**src/afferent_pkg.sv**
```systemverilog
package afferent_pkg;

    // afferent rate in pulses per second, integer
    typedef logic [31:0] rate_t;
    typedef logic [15:0] gain_t;      // q8.8, 256 = 1.0
    typedef logic [31:0] current_t;   // neuron current, integer << 6
    typedef logic [31:0] count_t;     // spike count or time tag

    // per channel settings loaded by the host
    typedef struct packed {
        rate_t offset;                // rate removed before the gain
        gain_t gain;
    } afferent_cfg_t;

    // per channel readback
    typedef struct packed {
        current_t current;            // mixed current fed to the neuron
        count_t   spike_count;
        logic     spike;
    } afferent_obs_t;

    // trigger bus, one bit per loadable register
    localparam int unsigned TRIG_W         = 16;
    localparam int unsigned TRIG_GAIN_IA   = 1;
    localparam int unsigned TRIG_OFFSET_IA = 3;
    localparam int unsigned TRIG_OFFSET_II = 6;
    localparam int unsigned TRIG_DIVIDER   = 7;
    localparam int unsigned TRIG_GAIN_II   = 10;

    localparam int unsigned NOISE_BITS    = 11;   // low current bits taken from the lfsr
    localparam int unsigned CURRENT_SHIFT = 6;    // integer to current format

    // register defaults after reset_global
    localparam rate_t DEF_OFFSET_IA = 32'd70;
    localparam rate_t DEF_OFFSET_II = 32'd50;
    localparam gain_t DEF_GAIN_IA   = 16'd307;    // 1.2
    localparam gain_t DEF_GAIN_II   = 16'd512;    // 2.0

endpackage

```
**src/param_bank.sv**
```systemverilog
`timescale 1ns/1ps

// host settings; each trigger bit loads the shared data word into its register
module param_bank #(
    parameter afferent_pkg::count_t DIV_DEFAULT = 32'd381   // neuron tick every DIV_DEFAULT + 1 clocks
) (
    input  logic                              ep50trig,
    input  logic                              reset_global,
    input  logic [afferent_pkg::TRIG_W-1:0]   i_trig,
    input  logic [31:0]                       i_wire_data,
    output afferent_pkg::afferent_cfg_t       o_cfg_ia,
    output afferent_pkg::afferent_cfg_t       o_cfg_ii,
    output afferent_pkg::count_t              o_div_cnt
);

    always_ff @(posedge ep50trig or posedge reset_global)
    begin
        if (reset_global)
        begin
            o_cfg_ia.offset <= afferent_pkg::DEF_OFFSET_IA;
            o_cfg_ia.gain   <= afferent_pkg::DEF_GAIN_IA;
            o_cfg_ii.offset <= afferent_pkg::DEF_OFFSET_II;
            o_cfg_ii.gain   <= afferent_pkg::DEF_GAIN_II;
            o_div_cnt       <= DIV_DEFAULT;
        end
        else
        begin
            // several bits may be set, every selected register takes the word
            if (i_trig[afferent_pkg::TRIG_OFFSET_IA])
            begin
                o_cfg_ia.offset <= i_wire_data;
            end
            if (i_trig[afferent_pkg::TRIG_GAIN_IA])
            begin
                o_cfg_ia.gain <= i_wire_data[15:0];   // upper half dropped
            end
            if (i_trig[afferent_pkg::TRIG_OFFSET_II])
            begin
                o_cfg_ii.offset <= i_wire_data;
            end
            if (i_trig[afferent_pkg::TRIG_GAIN_II])
            begin
                o_cfg_ii.gain <= i_wire_data[15:0];
            end
            if (i_trig[afferent_pkg::TRIG_DIVIDER])
            begin
                o_div_cnt <= i_wire_data;             // takes effect at the next compare
            end
        end
    end

endmodule

```
**src/tick_divider.sv**
```systemverilog
`timescale 1ns/1ps

module tick_divider #(
    parameter int unsigned NEURON_STEPS = 128   // neuron ticks per sim tick
) (
    input  logic                  ep50trig,
    input  logic                  reset_global,
    input  afferent_pkg::count_t  i_div_cnt,
    output logic                  o_neuron_tick,
    output logic                  o_sim_tick,
    output afferent_pkg::count_t  o_time
);

    localparam int unsigned STEP_W = (NEURON_STEPS > 1) ? $clog2(NEURON_STEPS) : 1;
    localparam logic [STEP_W-1:0] STEP_LAST = STEP_W'(NEURON_STEPS - 1);

    afferent_pkg::count_t clk_cnt;    // clocks since the last neuron tick
    logic [STEP_W-1:0]    step_cnt;   // neuron ticks inside one sim tick

    always_ff @(posedge ep50trig or posedge reset_global)
    begin
        if (reset_global)
        begin
            clk_cnt       <= '0;
            step_cnt      <= '0;
            o_neuron_tick <= 1'b0;
            o_sim_tick    <= 1'b0;
            o_time        <= '0;
        end
        else
        begin
            o_neuron_tick <= 1'b0;                   // single cycle pulses
            o_sim_tick    <= 1'b0;
            if (clk_cnt >= i_div_cnt)                // >= so a smaller divider never wraps
            begin
                clk_cnt       <= '0;
                o_neuron_tick <= 1'b1;
                if (step_cnt == STEP_LAST)
                begin
                    step_cnt   <= '0;
                    o_sim_tick <= 1'b1;              // lines up with the last neuron tick
                end
                else
                begin
                    step_cnt <= step_cnt + 1'b1;
                end
            end
            else
            begin
                clk_cnt <= clk_cnt + 1'b1;
            end
            if (o_sim_tick)
            begin
                o_time <= o_time + 1'b1;             // time tag in sim ticks
            end
        end
    end

endmodule

```
**src/afferent_scaler.sv**
```systemverilog
`timescale 1ns/1ps

// rate to neuron current, one register stage
module afferent_scaler (
    input  logic                         ep50trig,
    input  logic                         reset_global,
    input  afferent_pkg::rate_t          i_rate,
    input  afferent_pkg::afferent_cfg_t  i_cfg,
    output afferent_pkg::current_t       o_current
);

    // integer bits that still fit after the format shift
    localparam int unsigned KEEP_W = 32 - afferent_pkg::CURRENT_SHIFT;
    localparam logic [39:0] SAT_MAX = (40'd1 << KEEP_W) - 40'd1;

    afferent_pkg::rate_t  rate_net;   // rate above offset
    logic [47:0]          product;    // 32 x 16, still q.8
    logic [39:0]          scaled;     // integer part
    logic [KEEP_W-1:0]    sat;

    always_comb
    begin
        // offset removal, clamped so low rates give zero drive
        if (i_rate > i_cfg.offset)
        begin
            rate_net = i_rate - i_cfg.offset;
        end
        else
        begin
            rate_net = '0;
        end
        product = 48'(rate_net) * 48'(i_cfg.gain);
        scaled  = product[47:8];                     // floor of the q8.8 product
        sat     = (scaled > SAT_MAX) ? SAT_MAX[KEEP_W-1:0] : scaled[KEEP_W-1:0];
    end

    always_ff @(posedge ep50trig or posedge reset_global)
    begin
        if (reset_global)
        begin
            o_current <= '0;
        end
        else
        begin
            o_current <= {sat, {afferent_pkg::CURRENT_SHIFT{1'b0}}};   // integer << 6
        end
    end

endmodule

```
**src/lif_neuron.sv**
```systemverilog
`timescale 1ns/1ps

// leaky integrate and fire, membrane moves only on the neuron tick
module lif_neuron #(
    parameter afferent_pkg::current_t THRESHOLD  = 32'd30720,   // 30 mv scaled x1024
    parameter int unsigned            LEAK_SHIFT = 3
) (
    input  logic                    ep50trig,
    input  logic                    reset_global,
    input  logic                    i_tick,
    input  afferent_pkg::current_t  i_current,
    output logic                    o_spike
);

    afferent_pkg::current_t v_mem;    // stays below THRESHOLD between ticks
    logic [32:0]            v_next;   // one spare bit, large currents cannot wrap
    logic                   fire;

    always_comb
    begin
        // v - v>>k is never negative, so only the add can grow
        v_next = {1'b0, v_mem} + {1'b0, i_current} - {1'b0, v_mem >> LEAK_SHIFT};
        fire   = (v_next >= {1'b0, THRESHOLD});
    end

    always_ff @(posedge ep50trig or posedge reset_global)
    begin
        if (reset_global)
        begin
            v_mem   <= '0;
            o_spike <= 1'b0;
        end
        else
        begin
            o_spike <= i_tick & fire;                // one clock wide
            if (i_tick)
            begin
                v_mem <= fire ? '0 : v_next[31:0];   // back to rest after a spike
            end
        end
    end

endmodule

```
**src/afferent_channel.sv**
```systemverilog
`timescale 1ns/1ps

// scaler, noise, neuron and spike counter for one afferent
module afferent_channel #(
    parameter afferent_pkg::current_t THRESHOLD  = 32'd30720,
    parameter int unsigned            LEAK_SHIFT = 3,
    parameter logic [31:0]            LFSR_SEED  = 32'h1
) (
    input  logic                         ep50trig,
    input  logic                         reset_global,
    input  afferent_pkg::rate_t          i_rate,
    input  afferent_pkg::afferent_cfg_t  i_cfg,
    input  logic                         i_neuron_tick,
    output afferent_pkg::afferent_obs_t  o_obs
);

    afferent_pkg::current_t scaled_current;
    afferent_pkg::current_t mixed_current;
    afferent_pkg::count_t   spike_count;
    logic [31:0]            lfsr;
    logic                   spike;

    afferent_scaler u_scaler (
        .ep50trig     (ep50trig),
        .reset_global (reset_global),
        .i_rate       (i_rate),
        .i_cfg        (i_cfg),
        .o_current    (scaled_current)
    );

    // noise source, taps 32 22 2 1, one step per neuron tick
    always_ff @(posedge ep50trig or posedge reset_global)
    begin
        if (reset_global)
        begin
            lfsr <= LFSR_SEED;
        end
        else if (i_neuron_tick)
        begin
            lfsr <= {lfsr[30:0], lfsr[31] ^ lfsr[21] ^ lfsr[1] ^ lfsr[0]};
        end
    end

    // upper bits carry the drive, low bits are dither
    assign mixed_current = {scaled_current[31:afferent_pkg::NOISE_BITS],
                            lfsr[afferent_pkg::NOISE_BITS-1:0]};

    lif_neuron #(
        .THRESHOLD  (THRESHOLD),
        .LEAK_SHIFT (LEAK_SHIFT)
    ) u_neuron (
        .ep50trig     (ep50trig),
        .reset_global (reset_global),
        .i_tick       (i_neuron_tick),
        .i_current    (mixed_current),
        .o_spike      (spike)
    );

    always_ff @(posedge ep50trig or posedge reset_global)
    begin
        if (reset_global)
        begin
            spike_count <= '0;
        end
        else if (spike)
        begin
            spike_count <= spike_count + 1'b1;       // free running, wraps
        end
    end

    assign o_obs = '{current: mixed_current, spike_count: spike_count, spike: spike};

endmodule

```
**src/spindle_afferent_top.sv**
```systemverilog
`timescale 1ns/1ps

// two afferent channels, Ia and II, sharing the settings bank and tick divider
module spindle_afferent_top #(
    parameter afferent_pkg::count_t   DIV_DEFAULT  = 32'd381,
    parameter int unsigned            NEURON_STEPS = 128,
    parameter afferent_pkg::current_t THRESHOLD    = 32'd30720,
    parameter int unsigned            LEAK_SHIFT   = 3
) (
    input  logic                              ep50trig,
    input  logic                              reset_global,
    input  logic [afferent_pkg::TRIG_W-1:0]   i_trig,
    input  logic [31:0]                       i_wire_data,
    input  afferent_pkg::rate_t               i_rate_ia,
    input  afferent_pkg::rate_t               i_rate_ii,
    output afferent_pkg::afferent_obs_t       o_obs_ia,
    output afferent_pkg::afferent_obs_t       o_obs_ii,
    output afferent_pkg::count_t              o_time
);

    afferent_pkg::afferent_cfg_t cfg_ia;
    afferent_pkg::afferent_cfg_t cfg_ii;
    afferent_pkg::count_t        div_cnt;
    logic                        neuron_tick;

    param_bank #(.DIV_DEFAULT(DIV_DEFAULT)) u_bank (
        .ep50trig     (ep50trig),
        .reset_global (reset_global),
        .i_trig       (i_trig),
        .i_wire_data  (i_wire_data),
        .o_cfg_ia     (cfg_ia),
        .o_cfg_ii     (cfg_ii),
        .o_div_cnt    (div_cnt)
    );

    // sim tick only feeds the time tag inside the divider
    tick_divider #(.NEURON_STEPS(NEURON_STEPS)) u_div (
        .ep50trig      (ep50trig),
        .reset_global  (reset_global),
        .i_div_cnt     (div_cnt),
        .o_neuron_tick (neuron_tick),
        .o_sim_tick    (),
        .o_time        (o_time)
    );

    afferent_channel #(
        .THRESHOLD  (THRESHOLD),
        .LEAK_SHIFT (LEAK_SHIFT),
        .LFSR_SEED  (32'h5eed_1a01)   // seeds differ so the dither is uncorrelated
    ) u_ch_ia (
        .ep50trig      (ep50trig),
        .reset_global  (reset_global),
        .i_rate        (i_rate_ia),
        .i_cfg         (cfg_ia),
        .i_neuron_tick (neuron_tick),
        .o_obs         (o_obs_ia)
    );

    afferent_channel #(
        .THRESHOLD  (THRESHOLD),
        .LEAK_SHIFT (LEAK_SHIFT),
        .LFSR_SEED  (32'h0c3a_9b27)
    ) u_ch_ii (
        .ep50trig      (ep50trig),
        .reset_global  (reset_global),
        .i_rate        (i_rate_ii),
        .i_cfg         (cfg_ii),
        .i_neuron_tick (neuron_tick),
        .o_obs         (o_obs_ii)
    );

endmodule

```
**config.mk**
```make
export PLATFORM = sky130hd
export DESIGN_NAME = spindle_afferent_top
export DESIGN_NICKNAME = d
export VERILOG_FILES = /design/src/afferent_pkg.sv /design/src/param_bank.sv /design/src/tick_divider.sv /design/src/afferent_scaler.sv /design/src/lif_neuron.sv /design/src/afferent_channel.sv /design/src/spindle_afferent_top.sv
export SDC_FILE = /design/constraint.sdc
export NUM_CORES = 2
export LEC_CHECK = 0
export BUFFER_PORTS_ARGS = -buffer_cell sky130_fd_sc_hd__buf_4
export CORE_MARGIN = 8
export CORE_UTILIZATION = 60
export CTS_BUF_LIST = sky130_fd_sc_hd__clkbuf_8
export DETAILED_ROUTE_END_ITERATION = 10
export GPL_TIMING_DRIVEN = 0
export PLACE_DENSITY = 0.77
export RECOVER_POWER = 25
export SYNTH_ARGS = -nofsm -noshare
export SYNTH_HDL_FRONTEND = slang
export SYNTH_SLANG_ARGS = --single-unit
```
**constraint.sdc**
```tcl
create_clock -name ep50trig -period 27.8 [get_ports ep50trig]
set_clock_uncertainty 0.1 [all_clocks]
set_input_delay 0 -clock ep50trig [delete_from_list [all_inputs] [get_ports ep50trig]]
set_output_delay 0 -clock ep50trig [all_outputs]
set_load 0.02 [all_outputs]
```
==> flow_summary.yaml <==
drt:
  vias: 49900
  ant_nets: 0
  drtIter0Drc: 4019
  drc_errors: 0
  viasPerCell: 5.77
  wl_per_cell_um: 20.2
  wirelength_mm: 174
  dr.pass1.iters: 6
sta:
  tightest_slew_ns: 4.57
  fin_crit_ns: 12.09
  final.period_utilization_pct: 43.5
  tns_ns: 0
  fmax_mhz: 82.7
  maxSlewViolCount: 103
  final_hold_viol_count: 0
  setup_viol: 0
  max_slew_margin_pct: -206
  rsz0062_at_grt: "no"
setup_path:
  rrSetupSlack_ns: 15.71
  cp-start-kind: "flop"
  required_ns: 28.26
  slowest_stage: "nor4_1"
  crit_path_end_kind: "flop"
  slowest_delay_ns: 0.86
  critPathKind: "reg2reg"
  cp_max_fo: 10
  arrival_ns: 12.55
  cpMostUsedCell: "fa_1"
logic_synthesis:
  async_reset_ff_share_pct: 100
  yosysUniqueCellTypes: 96
  synth_edf_count: 0
  netlist.area_leader.share_pct: 29.7
  syn_nets: 8264
  synth.cell_area_um2: 60200
  synth-adder-area-share_pct: 38.2
  synthTopCellsByCount: "1318 x inv_1, 952 x nand2_1, 894 x fa_1"
  ys_seq_elements: 437
  synth_top_family_by_area: "adder cells"
  synth_mux_area_share_pct: 1.72
  synth-compound-area-share_pct: 9.34
  synth.area.top_cells: "fa_1 30%, dfrtp_1 16%, ha_1 8.5%"
  syn-instance-count: 6849
  yosys.area.top_type: "fa_1"
  synthSimpleGateAreaFrac_pct: 17.8
  yosysMostFrequentCell: "inv_1"
  syn_area_per_cell_um2: 8.79
  seq_area_frac_synth_pct: 18.3
  ys_warn_count: 0
  synth-xor-area-share_pct: 4.25
  synthFlopType: "dfrtp_1"
die:
  ioPinCount: 276
  design.core.area_um2: 99700
  initial_core_util_pct: 60.4
  die-width_um: 333
  rows: 116
  dieArea_um2: 111000
  die_h_um: 333
finish:
  final_nets: 8697
  final_cell_count_no_fill: 8645
  drive_gt1_share_pct: 7.99
  synthToLayoutAreaGrowth_pct: 10.1
  design_area_um2: 66300
  final_core_utilization_pct: 66.5
global_route:
  grt_usage_pct: 31.7
  antenna_found_initial: 8
  grt_max_degree: 130
  grt_overflow: 0
  grt_pass1_vias: 51100
  grt_first_pass_wirelength_mm: 279
clocking:
  cts_tree: "yes"
  cts-resized-gates: 0
  cts_sinks: 437
  cts-root-buf: "clkbuf_8"
  cts_made_buffers: 80
  cts.clk_slew.worst_paths_ns: 0.06
  cts_buffer_depth: 3
  clock_latency_ns: 0.74
  cts_max_level: 3
hold_path:
  hold_class: "in2reg"
placement:
  dp_hpwl_mm: 141
  io_buffers: 259
  place_inst: 8409
  globalplace.congestion: 1.00
  post_dp_cell_area_um2: 63900
run_status:
  violations: "max-capacitance violations, max-slew violations"
  run_status: "finished, violations left"
run:
  max_cap_viol_count: 1
==> critical path: cells and delay by family (launching register included) <==
family / cells / cell delay (ns)
adder cells (fa/ha/maj): 8 / 3.58
XOR/XNOR: 2 / 0.72
buffers and inverters: 7 / 1.22
AO/OA/AOI/OAI: 9 / 2.81
AND/OR/NAND/NOR: 12 / 3.01
flip-flops: 1 / 0.51
==> metal layers <==
metal / routed length [µm] / global-route usage (%) / vias up
li1: - / - / 22300
met1: 68900 / 41.9 / 24600
met2: 78800 / 50.4 / 2441
met3: 18100 / 7.33 / 531
met4: 8670 / 13.2 / 6
met5: 44 / 0 / -
==> sequential cells by signal, summed over array words and instances (netlist names), 7 cells and up <==
| signal | count |
|---|---|
| u_div.step_cnt | 7 |
| u_div.clk_cnt | 32 |
| u_ch_ia.spike_count | 32 |
| u_ch_ii.u_scaler.o_current | 21 |
| u_bank.o_div_cnt | 32 |
| u_ch_ii.spike_count | 32 |
| u_div.o_time | 32 |
| u_bank.o_cfg_ia | 48 |
| u_ch_ii.u_neuron.v_mem | 32 |
| u_ch_ia.lfsr | 32 |
| u_bank.o_cfg_ii | 48 |
| u_ch_ia.u_neuron.v_mem | 32 |
| u_ch_ia.u_scaler.o_current | 21 |
| u_ch_ii.lfsr | 32 |
==> timing repair <==
item / CTS / global route
hold endpoints to repair: 331 / 0
setup buffers: 0 / 0
hold buffers: 89 / 0
==> stage by stage <==
stage | worst slack, ns | hold slack (ns)
floorplan | 15.61 | 0.00559
global placement | 10.73 | 0.167
detailed placement | 15.97 | 0.0892
CTS | 15.92 | 0.00201
global route | 15.06 | 0.0396
finish | 15.71 | 0.0611
==> layout by cell type (no fill, tap or decap), types with 89 or more instances in the layout <==
cell / instances
dfrtp_1: 388
a21oi_1: 230
and2_1: 391
clkbuf_8: 90
and3_1: 89
fa_1: 894
o21ai_0: 229
inv_1: 1346
buf_4: 242
dlygate4sd3_1: 89
ha_1: 407
clkbuf_1: 292
nand3_1: 103
nand2_1: 952
a21o_1: 130
nor2_1: 308
xor2_1: 105
xnor2_1: 185
==> path summary, 6_finish.rpt <==
check | startpoint | to | cells after the start
hold / removal | i_wire_data[6] | u_bank.o_cfg_ia[22] | 4
min in group asynchronous | reset_global | u_div.o_time[11] | 4
setup / recovery | u_bank.o_cfg_ii[17] | u_ch_ii.u_scaler.o_current[16] | 38
hold reg to reg | u_ch_ia.spike_count[31] | u_ch_ia.spike_count[31] | 1
max in group asynchronous | reset_global | u_bank.o_cfg_ia[22] | 7
setup reg to reg | u_bank.o_cfg_ii[17] | u_ch_ii.u_scaler.o_current[16] | 38
==> cell type report <==
cell class	instances	area [µm²]
clock buffer	90	1240
tap	1298	1620
antenna	2	5.00
fill	8164	33400
multi-input combinational	4772	42900
clock inverter	55	449
buffer	322	1350
inverter	1318	4950
sequential	437	11000
timing repair buffer	351	2780
==> logic make-up after synthesis <==
logic type / Yosys count
AOI/OAI and AO/OA: 887
xor gates and xnor gates: 291
adders and majority gates: 1301
buffers and inverters: 1640
DFF: 437
muxes: 93
and+or+nand+nor: 2200
Power is left out: the tool's default activity adds up to more than one toggle a clock period on the data nets, which glitch-free logic cannot reach.
